### src/logic/irqc_pkg.sv
// shared register map, widths and source numbering for the interrupt subsystem
package irqc_pkg;

  // bus and address width
  localparam int data_w = 16;

  // interrupt sources
  localparam int num_ext = 3;               // external event lines
  localparam int num_src = num_ext + 1;     // plus the interval timer
  localparam int flag_w  = num_src + 1;     // plus the user flag
  localparam int tmr_src = 3;               // timer flag bit

  // address block decode on the upper address bits
  localparam int blk_lsb = 4;
  localparam logic [data_w-blk_lsb-1:0] irqc_base = 12'h000;   // 16'h000x
  localparam logic [data_w-blk_lsb-1:0] tmr_base  = 12'h001;   // 16'h001x

  // timer control register width
  localparam int ctrl_w = 2;

  typedef enum logic [data_w-1:0] {
    reg_irqc_flag = 16'h0000,
    reg_irqc_user = 16'h0002,
    reg_irqc_mask = 16'h0004,
    reg_tmr_load  = 16'h0010,
    reg_tmr_ctrl  = 16'h0012,
    reg_tmr_count = 16'h0014
  } reg_addr_e;

  // bit positions in the timer control register
  typedef enum int unsigned {
    ctrl_en     = 0,
    ctrl_reload = 1
  } tmr_ctrl_bit_e;

endpackage

### src/logic/event_sync.sv
// two-flop synchronizer with rising-edge pulse for the external event lines
`timescale 1ns/1ps

module event_sync (
  input  logic                        wb_clk_i,
  input  logic                        wb_rst_i,
  input  logic [irqc_pkg::num_ext-1:0] ext_irq_i,
  output logic [irqc_pkg::num_ext-1:0] ext_evt_o
);

  logic [irqc_pkg::num_ext-1:0] sync_q0;
  logic [irqc_pkg::num_ext-1:0] sync_q1;
  logic [irqc_pkg::num_ext-1:0] edge_q;   // previous synced level

  always_ff @(posedge wb_clk_i) begin
    if (wb_rst_i) begin
      sync_q0 <= '0;
      sync_q1 <= '0;
      edge_q  <= '0;
    end else begin
      sync_q0 <= ext_irq_i;   // metastable stage
      sync_q1 <= sync_q0;
      edge_q  <= sync_q1;
    end
  end

  // one pulse per low to high transition
  assign ext_evt_o = sync_q1 & ~edge_q;

endmodule

### src/logic/wb_decode.sv
// Wishbone address decoder with a responder for unmapped addresses
`timescale 1ns/1ps

module wb_decode (
  input  logic                       wb_clk_i,
  input  logic                       wb_rst_i,
  input  logic                       wb_cyc_i,
  input  logic                       wb_stb_i,
  input  logic [irqc_pkg::data_w-1:0] wb_adr_i,
  input  logic                       wb_ack_i,
  output logic                       irqc_sel_o,
  output logic                       tmr_sel_o,
  output logic                       nomap_ack_o
);

  logic acc;
  logic irqc_hit;
  logic tmr_hit;

  // new access only while no ack is on the bus
  assign acc = wb_cyc_i & wb_stb_i & ~wb_ack_i;

  assign irqc_hit = wb_adr_i[irqc_pkg::data_w-1:irqc_pkg::blk_lsb] == irqc_pkg::irqc_base;
  assign tmr_hit  = wb_adr_i[irqc_pkg::data_w-1:irqc_pkg::blk_lsb] == irqc_pkg::tmr_base;

  assign irqc_sel_o = acc & irqc_hit;
  assign tmr_sel_o  = acc & tmr_hit;

  // unmapped accesses still get an ack so the master never hangs
  always_ff @(posedge wb_clk_i) begin
    if (wb_rst_i) begin
      nomap_ack_o <= 1'b0;
    end else begin
      nomap_ack_o <= acc & ~irqc_hit & ~tmr_hit;
    end
  end

endmodule

### src/logic/irq_controller.sv
// interrupt controller with event flags, mask, user flag and interrupt output
`timescale 1ns/1ps

module irq_controller (
  input  logic                        wb_clk_i,
  input  logic                        wb_rst_i,
  input  logic                        sel_i,
  input  logic                        wb_we_i,
  input  logic [irqc_pkg::data_w-1:0]  wb_adr_i,
  input  logic [irqc_pkg::data_w-1:0]  wb_dat_i,
  input  logic [irqc_pkg::num_src-1:0] evt_i,
  output logic                        ack_o,
  output logic [irqc_pkg::data_w-1:0]  dat_o,
  output logic                        irq_o
);

  logic [irqc_pkg::flag_w-1:0] irq_flag;
  logic [irqc_pkg::flag_w-1:0] irq_mask;
  logic [irqc_pkg::flag_w-1:0] evt_set;   // events lined up with the flag bits
  logic                        wr;
  logic                        rd;
  irqc_pkg::reg_addr_e         adr;

  assign adr     = irqc_pkg::reg_addr_e'(wb_adr_i);
  assign evt_set = {1'b0, evt_i};
  assign wr      = sel_i & wb_we_i;
  assign rd      = sel_i & ~wb_we_i;

  // events set flags even during a bus write
  always_ff @(posedge wb_clk_i) begin
    if (wb_rst_i) begin
      irq_flag <= '0;
    end else if (wr && adr == irqc_pkg::reg_irqc_flag) begin
      irq_flag <= (irq_flag & wb_dat_i[irqc_pkg::flag_w-1:0]) | evt_set;  // zeros clear
    end else if (wr && adr == irqc_pkg::reg_irqc_user) begin
      irq_flag[irqc_pkg::num_src-1:0] <= irq_flag[irqc_pkg::num_src-1:0] | evt_i;
      irq_flag[irqc_pkg::num_src]     <= wb_dat_i == 16'hffff;
    end else begin
      irq_flag <= irq_flag | evt_set;
    end
  end

  always_ff @(posedge wb_clk_i) begin
    if (wb_rst_i) begin
      irq_mask <= '1;   // everything enabled out of reset
    end else if (wr && adr == irqc_pkg::reg_irqc_mask) begin
      irq_mask <= wb_dat_i[irqc_pkg::flag_w-1:0];
    end
  end

  always_ff @(posedge wb_clk_i) begin
    if (wb_rst_i) begin
      ack_o <= 1'b0;
    end else begin
      ack_o <= sel_i;
    end
  end

  // read data valid in the ack cycle
  always_ff @(posedge wb_clk_i) begin
    if (rd) begin
      case (adr)
        irqc_pkg::reg_irqc_flag: dat_o <= {{(irqc_pkg::data_w-irqc_pkg::flag_w){1'b0}}, irq_flag};
        irqc_pkg::reg_irqc_mask: dat_o <= {{(irqc_pkg::data_w-irqc_pkg::flag_w){1'b0}}, irq_mask};
        default:                 dat_o <= '0;
      endcase
    end else if (sel_i) begin
      dat_o <= '0;
    end
  end

  assign irq_o = |(irq_flag & irq_mask);

endmodule

### src/logic/irq_timer.sv
// programmable interval timer with one-cycle expiry event
`timescale 1ns/1ps

module irq_timer (
  input  logic                       wb_clk_i,
  input  logic                       wb_rst_i,
  input  logic                       sel_i,
  input  logic                       wb_we_i,
  input  logic [irqc_pkg::data_w-1:0] wb_adr_i,
  input  logic [irqc_pkg::data_w-1:0] wb_dat_i,
  output logic                       ack_o,
  output logic [irqc_pkg::data_w-1:0] dat_o,
  output logic                       tmr_evt_o
);

  logic [irqc_pkg::data_w-1:0] load_q;
  logic [irqc_pkg::data_w-1:0] count_q;
  logic [irqc_pkg::ctrl_w-1:0] ctrl_q;
  logic                        expire;
  logic                        ctrl_wr;
  irqc_pkg::reg_addr_e         adr;

  assign adr     = irqc_pkg::reg_addr_e'(wb_adr_i);
  assign ctrl_wr = sel_i & wb_we_i & (adr == irqc_pkg::reg_tmr_ctrl);
  assign expire  = ctrl_q[irqc_pkg::ctrl_en] & (count_q == '0);

  always_ff @(posedge wb_clk_i) begin
    if (wb_rst_i) begin
      load_q    <= '0;
      count_q   <= '0;
      ctrl_q    <= '0;
      tmr_evt_o <= 1'b0;
      ack_o     <= 1'b0;
    end else begin
      ack_o     <= sel_i;
      tmr_evt_o <= expire;
      if (sel_i && wb_we_i && adr == irqc_pkg::reg_tmr_load) begin
        load_q <= wb_dat_i;
      end
      if (ctrl_wr) begin
        ctrl_q <= wb_dat_i[irqc_pkg::ctrl_w-1:0];
        if (wb_dat_i[irqc_pkg::ctrl_en]) begin
          count_q <= load_q;   // start from the load value
        end
      end else if (expire) begin
        if (ctrl_q[irqc_pkg::ctrl_reload]) begin
          count_q <= load_q;
        end else begin
          ctrl_q[irqc_pkg::ctrl_en] <= 1'b0;   // one shot
        end
      end else if (ctrl_q[irqc_pkg::ctrl_en]) begin
        count_q <= count_q - 1'b1;
      end
    end
  end

  always_ff @(posedge wb_clk_i) begin
    if (sel_i) begin
      case (adr)
        irqc_pkg::reg_tmr_load:  dat_o <= wb_we_i ? '0 : load_q;
        irqc_pkg::reg_tmr_ctrl:
          dat_o <= wb_we_i ? '0 : {{(irqc_pkg::data_w-irqc_pkg::ctrl_w){1'b0}}, ctrl_q};
        irqc_pkg::reg_tmr_count: dat_o <= wb_we_i ? '0 : count_q;
        default:                 dat_o <= '0;
      endcase
    end
  end

endmodule

### src/logic/wb_resp_mux.sv
// merges slave acks and steers the acking slave's read data onto the bus
`timescale 1ns/1ps

module wb_resp_mux (
  input  logic                       irqc_ack_i,
  input  logic [irqc_pkg::data_w-1:0] irqc_dat_i,
  input  logic                       tmr_ack_i,
  input  logic [irqc_pkg::data_w-1:0] tmr_dat_i,
  input  logic                       nomap_ack_i,
  output logic                       wb_ack_o,
  output logic [irqc_pkg::data_w-1:0] wb_dat_o
);

  assign wb_ack_o = irqc_ack_i | tmr_ack_i | nomap_ack_i;

  // at most one slave acks in a cycle
  always_comb begin
    if (irqc_ack_i) begin
      wb_dat_o = irqc_dat_i;
    end else if (tmr_ack_i) begin
      wb_dat_o = tmr_dat_i;
    end else begin
      wb_dat_o = '0;   // unmapped or idle
    end
  end

endmodule

### src/logic/irq_subsys_top.sv
// Wishbone interrupt subsystem top with event sync, controller and timer
`timescale 1ns/1ps

module irq_subsys_top (
  input  logic                        wb_clk_i,
  input  logic                        wb_rst_i,
  input  logic                        wb_cyc_i,
  input  logic                        wb_stb_i,
  input  logic                        wb_we_i,
  input  logic [irqc_pkg::data_w-1:0]  wb_adr_i,
  input  logic [irqc_pkg::data_w-1:0]  wb_dat_i,
  input  logic [irqc_pkg::num_ext-1:0] ext_irq_i,
  output logic [irqc_pkg::data_w-1:0]  wb_dat_o,
  output logic                        wb_ack_o,
  output logic                        irq_o
);

  logic [irqc_pkg::num_ext-1:0] ext_evt;
  logic [irqc_pkg::num_src-1:0] src_evt;
  logic                         tmr_evt;
  logic                         irqc_sel;
  logic                         tmr_sel;
  logic                         nomap_ack;
  logic                         irqc_ack;
  logic                         tmr_ack;
  logic [irqc_pkg::data_w-1:0]  irqc_dat;
  logic [irqc_pkg::data_w-1:0]  tmr_dat;

  // timer sits above the external lines
  assign src_evt[irqc_pkg::num_ext-1:0] = ext_evt;
  assign src_evt[irqc_pkg::tmr_src]     = tmr_evt;

  event_sync event_sync_i (
    .wb_clk_i  (wb_clk_i),
    .wb_rst_i  (wb_rst_i),
    .ext_irq_i (ext_irq_i),
    .ext_evt_o (ext_evt)
  );

  wb_decode wb_decode_i (
    .wb_clk_i    (wb_clk_i),
    .wb_rst_i    (wb_rst_i),
    .wb_cyc_i    (wb_cyc_i),
    .wb_stb_i    (wb_stb_i),
    .wb_adr_i    (wb_adr_i),
    .wb_ack_i    (wb_ack_o),   // bus ack fed back
    .irqc_sel_o  (irqc_sel),
    .tmr_sel_o   (tmr_sel),
    .nomap_ack_o (nomap_ack)
  );

  irq_controller irq_controller_i (
    .wb_clk_i (wb_clk_i),
    .wb_rst_i (wb_rst_i),
    .sel_i    (irqc_sel),
    .wb_we_i  (wb_we_i),
    .wb_adr_i (wb_adr_i),
    .wb_dat_i (wb_dat_i),
    .evt_i    (src_evt),
    .ack_o    (irqc_ack),
    .dat_o    (irqc_dat),
    .irq_o    (irq_o)
  );

  irq_timer irq_timer_i (
    .wb_clk_i  (wb_clk_i),
    .wb_rst_i  (wb_rst_i),
    .sel_i     (tmr_sel),
    .wb_we_i   (wb_we_i),
    .wb_adr_i  (wb_adr_i),
    .wb_dat_i  (wb_dat_i),
    .ack_o     (tmr_ack),
    .dat_o     (tmr_dat),
    .tmr_evt_o (tmr_evt)
  );

  wb_resp_mux wb_resp_mux_i (
    .irqc_ack_i  (irqc_ack),
    .irqc_dat_i  (irqc_dat),
    .tmr_ack_i   (tmr_ack),
    .tmr_dat_i   (tmr_dat),
    .nomap_ack_i (nomap_ack),
    .wb_ack_o    (wb_ack_o),
    .wb_dat_o    (wb_dat_o)
  );

endmodule

### config.mk
export PLATFORM = sky130hd
export DESIGN_NAME = irq_subsys_top
export DESIGN_NICKNAME = d
export VERILOG_FILES = /design/src/logic/irqc_pkg.sv /design/src/logic/event_sync.sv /design/src/logic/wb_decode.sv /design/src/logic/irq_controller.sv /design/src/logic/irq_timer.sv /design/src/logic/wb_resp_mux.sv /design/src/logic/irq_subsys_top.sv
export SDC_FILE = /design/constraint.sdc
export NUM_CORES = 1
export LEC_CHECK = 0
export BUFFER_PORTS_ARGS = -buffer_cell sky130_fd_sc_hd__buf_2
export CAP_MARGIN = 20
export CORE_UTILIZATION = 51
export DETAILED_ROUTE_END_ITERATION = 10
export MAX_ROUTING_LAYER = met4
export PLACE_DENSITY = 0.85
export SYNTH_ARGS = -nofsm -noshare
export SYNTH_HDL_FRONTEND = slang
export SYNTH_SLANG_ARGS = --single-unit
### constraint.sdc
create_clock -name wb_clk_i -period 2.1 [get_ports wb_clk_i]
set_input_delay 0.21 -clock wb_clk_i [delete_from_list [all_inputs] [get_ports wb_clk_i]]
set_output_delay 0.21 -clock wb_clk_i [all_outputs]
set_load 0.005 [all_outputs]
==> results.yml <==
clock_network:
  h-tree-depth: 3
  cts_sinks: 78
  cts_tree: "built"
  clk_latency_ns: 0.36
  clkTransAtPathRegs_ns: 0.09
  cts_buffers: 9
  clockBufferDepth: 2
  cts_root_buf: "clkbuf_8"
placement:
  port_buffers: 57
  post-place-ws_ns: -0.165
  dp_hpwl_um: 7260
  dp_cells: 588
  place_congestion: 0.997
  place_area_um2: 4520
critical_path:
  cpMostUsedCell: "and3_1"
  reg2reg_depth: 6
  cp_slowest_cell: "nor4_1"
  path_max_fanout: 5
  startpoint_type: "flop"
  critical-path-max-stage-delay_ns: 0.45
  critPathRequiredTime_ns: 2.34
  critPathTopFamily: "simple AND/OR/NAND/NOR gates"
  crit_path_cell_trace: "nor4_1 > and4_1 > and3_1 > o21ai_0 > and3_1 > a211o_1"
  cp-end-kind: "flop"
  path_class: "reg -> reg"
  cp.buffers_inverters: 0
  arrival_ns: 2.35
  worstSetupPathDepth: 6
drt:
  initialDrtViolationCount: 481
  drt-met1-wl_um: 4310
  drt_wl_total_um: 9840
  avgViaCountPerCell: 5.89
  dr_wl_met3_um: 636
  routed.top_layer: "met4"
  drc_errors: 0
  drtPass1Iterations: 6
  route.met2.wl_um: 4650
  num_vias: 3584
  antenna_left: 0
  wl_per_cell_um: 16.2
outcome:
  outcome: "finished with violations"
  violations: "setup timing"
sta:
  slew_viol_final: 0
  layout_setup_ws_ns: -0.00852
  slew_headroom: 0.608
  skew_ns: 0.0148
  period_share: 1.00
  fmaxAchievable_ghz: 0.474
  setup_tns_ns: -0.00852
  min_period_ns: 2.11
  hold_viol: 0
  setup_viol: 1
  tightest_slew_ns: 0.574
synth:
  syn_avg_cell_area_um2: 9.45
  ys_ff_latch: 78
  yosys_warnings: 0
  ys_async_sr_fraction: 0
  synth-edff-count: 21
  synth_ff_type: "dfxtp_1"
  synth.yosys.seq_area_share: 0.460
  syn_area_um2: 3850
  synthDistinctLibCells: 60
  syn_inst: 408
  syn_nets: 450
cells_and_area:
  drive_above_1_share: 0.288
  nFillCells: 601
  multi_input_area_um2: 1980
  final_cells: 609
  seqCellArea_um2: 1770
  final_common_cell: "buf_2"
  final_net_count: 547
  layout_common_cells: "buf_2, dfxtp_1, nor2_1"
  antennaDiodeCount: 0
  area_delta_synth_final_pct: 24.4
  stdcell_area_um2: 4790
global_routing:
  track_usage: 0.267
  grt_pass1_wl_um: 15400
  grt_pass1_vias: 3263
  antenna_found_initial: 0
  grt-ovfl-total: 0
  grt_max_degree: 26
floorplanning:
  initial_core_util: 0.528
  fp.coreArea_um2: 7290
  boundaryPins: 58
  die_height_um: 88.9
  die_x_um: 88.9
  placementRows: 31
  dieArea_um2: 7910
min_path:
  hp-class: "in -> reg"
  whs_path_depth: 2
pwr:
  powerDensity_nw_per_um2: 578
  irDropWorstVdd_v: 0.000568
  finalPower_mw: 2.77
  p_leak_nw: 1.90
job:
  cap_violations: 0
flip-flops by register name, summed over array words and instances (netlist names):
name and flops:
event_sync_i.edge_q 3, event_sync_i.sync_q0 3, event_sync_i.sync_q1 3, irq_controller_i.ack_o 1
irq_controller_i.dat_o 5, irq_controller_i.irq_flag 5, irq_controller_i.irq_mask 5, irq_timer_i.ack_o 1
irq_timer_i.count_q 16, irq_timer_i.ctrl_q 2, irq_timer_i.dat_o 16, irq_timer_i.load_q 16
irq_timer_i.tmr_evt_o 1, wb_decode_i.nomap_ack_o 1
metal layers:
metal,GRT usage,vias up
li1,-,1700
met1,0.359,1683
met2,0.404,173
met3,0.0471,28
met4,0.101,0
met5,-,-
per-stage QoR:
| step | hold slack [ns] | util |
|---|---|---|
| after floorplan | 0.328 | - |
| after global placement | 0.424 | 0.619 |
| after detailed placement | 0.428 | 0.619 |
| after CTS | 0.0634 | 0.647 |
| after global routing | 0.0714 | 0.657 |
| final | 0.0667 | 0.657 |
path summary, 6_finish.rpt:
check | start | endpoint | slack, ns
worst max register to register | irq_timer_i.count_q[12] | irq_timer_i.count_q[3] | -0.009
worst max-delay path | irq_timer_i.count_q[12] | irq_timer_i.count_q[3] | -0.009
worst min register to register | irq_timer_i.tmr_evt_o | irq_controller_i.irq_flag[3] | 0.44
worst min-delay path | ext_irq_i[1] | event_sync_i.sync_q0[1] | 0.07
cell families after synthesis:
logic type | synth area share
AND/OR/NAND/NOR | 0.256
AO/OA/AOI/OAI | 0.194
flip-flops | 0.460
buffers and inverters | 0.0364
multiplexers | 0.0468
adder cells (fa/ha/maj) | 0.00649
layout make-up:
type,instances,area share
Timing Repair Buffer,106,0.145
Clock inverter,4,0.00601
Inverter,7,0.00548
Sequential cell,78,0.370
Multi-Input combinational cell,303,0.413
Clock buffer,12,0.0347
Tap cell,99,0.0258
where the power goes:
group	internal [mW]	switching, mW	leakage, nW
Sequential	1.54	0.00471	0.678
Combinational	0.0635	0.0763	1.12
Clock	0.537	0.546	0.102
cell usage after synthesis (9+ instances only):
| cell | number | area [um^2] |
|---|---|---|
| a21oi_1 | 22 | 110 |
| a22oi_1 | 22 | 165 |
| and2_1 | 23 | 144 |
| clkbuf_1 | 9 | 33.8 |
| dfxtp_1 | 57 | 1140 |
| edfxtp_1 | 21 | 631 |
| mux2i_1 | 18 | 180 |
| nand2_1 | 16 | 60.1 |
| nor2_1 | 52 | 195 |
| nor2b_1 | 18 | 113 |
| nor3_1 | 10 | 50.1 |
| o21ai_0 | 21 | 105 |
timing repair:
| item | 4_1_cts | 5_1_grt |
|---|---|---|
| endpoints found under the setup margin | 3 | 21 |
| resized for setup | 1 | 12 |
| buffers inserted | 0 | 5 |
| hold buffers | 0 | 0 |
| pin swaps | 0 | 5 |
| cloned | 0 | 0 |
No activity file was read; power rests on OpenSTA's default activity.
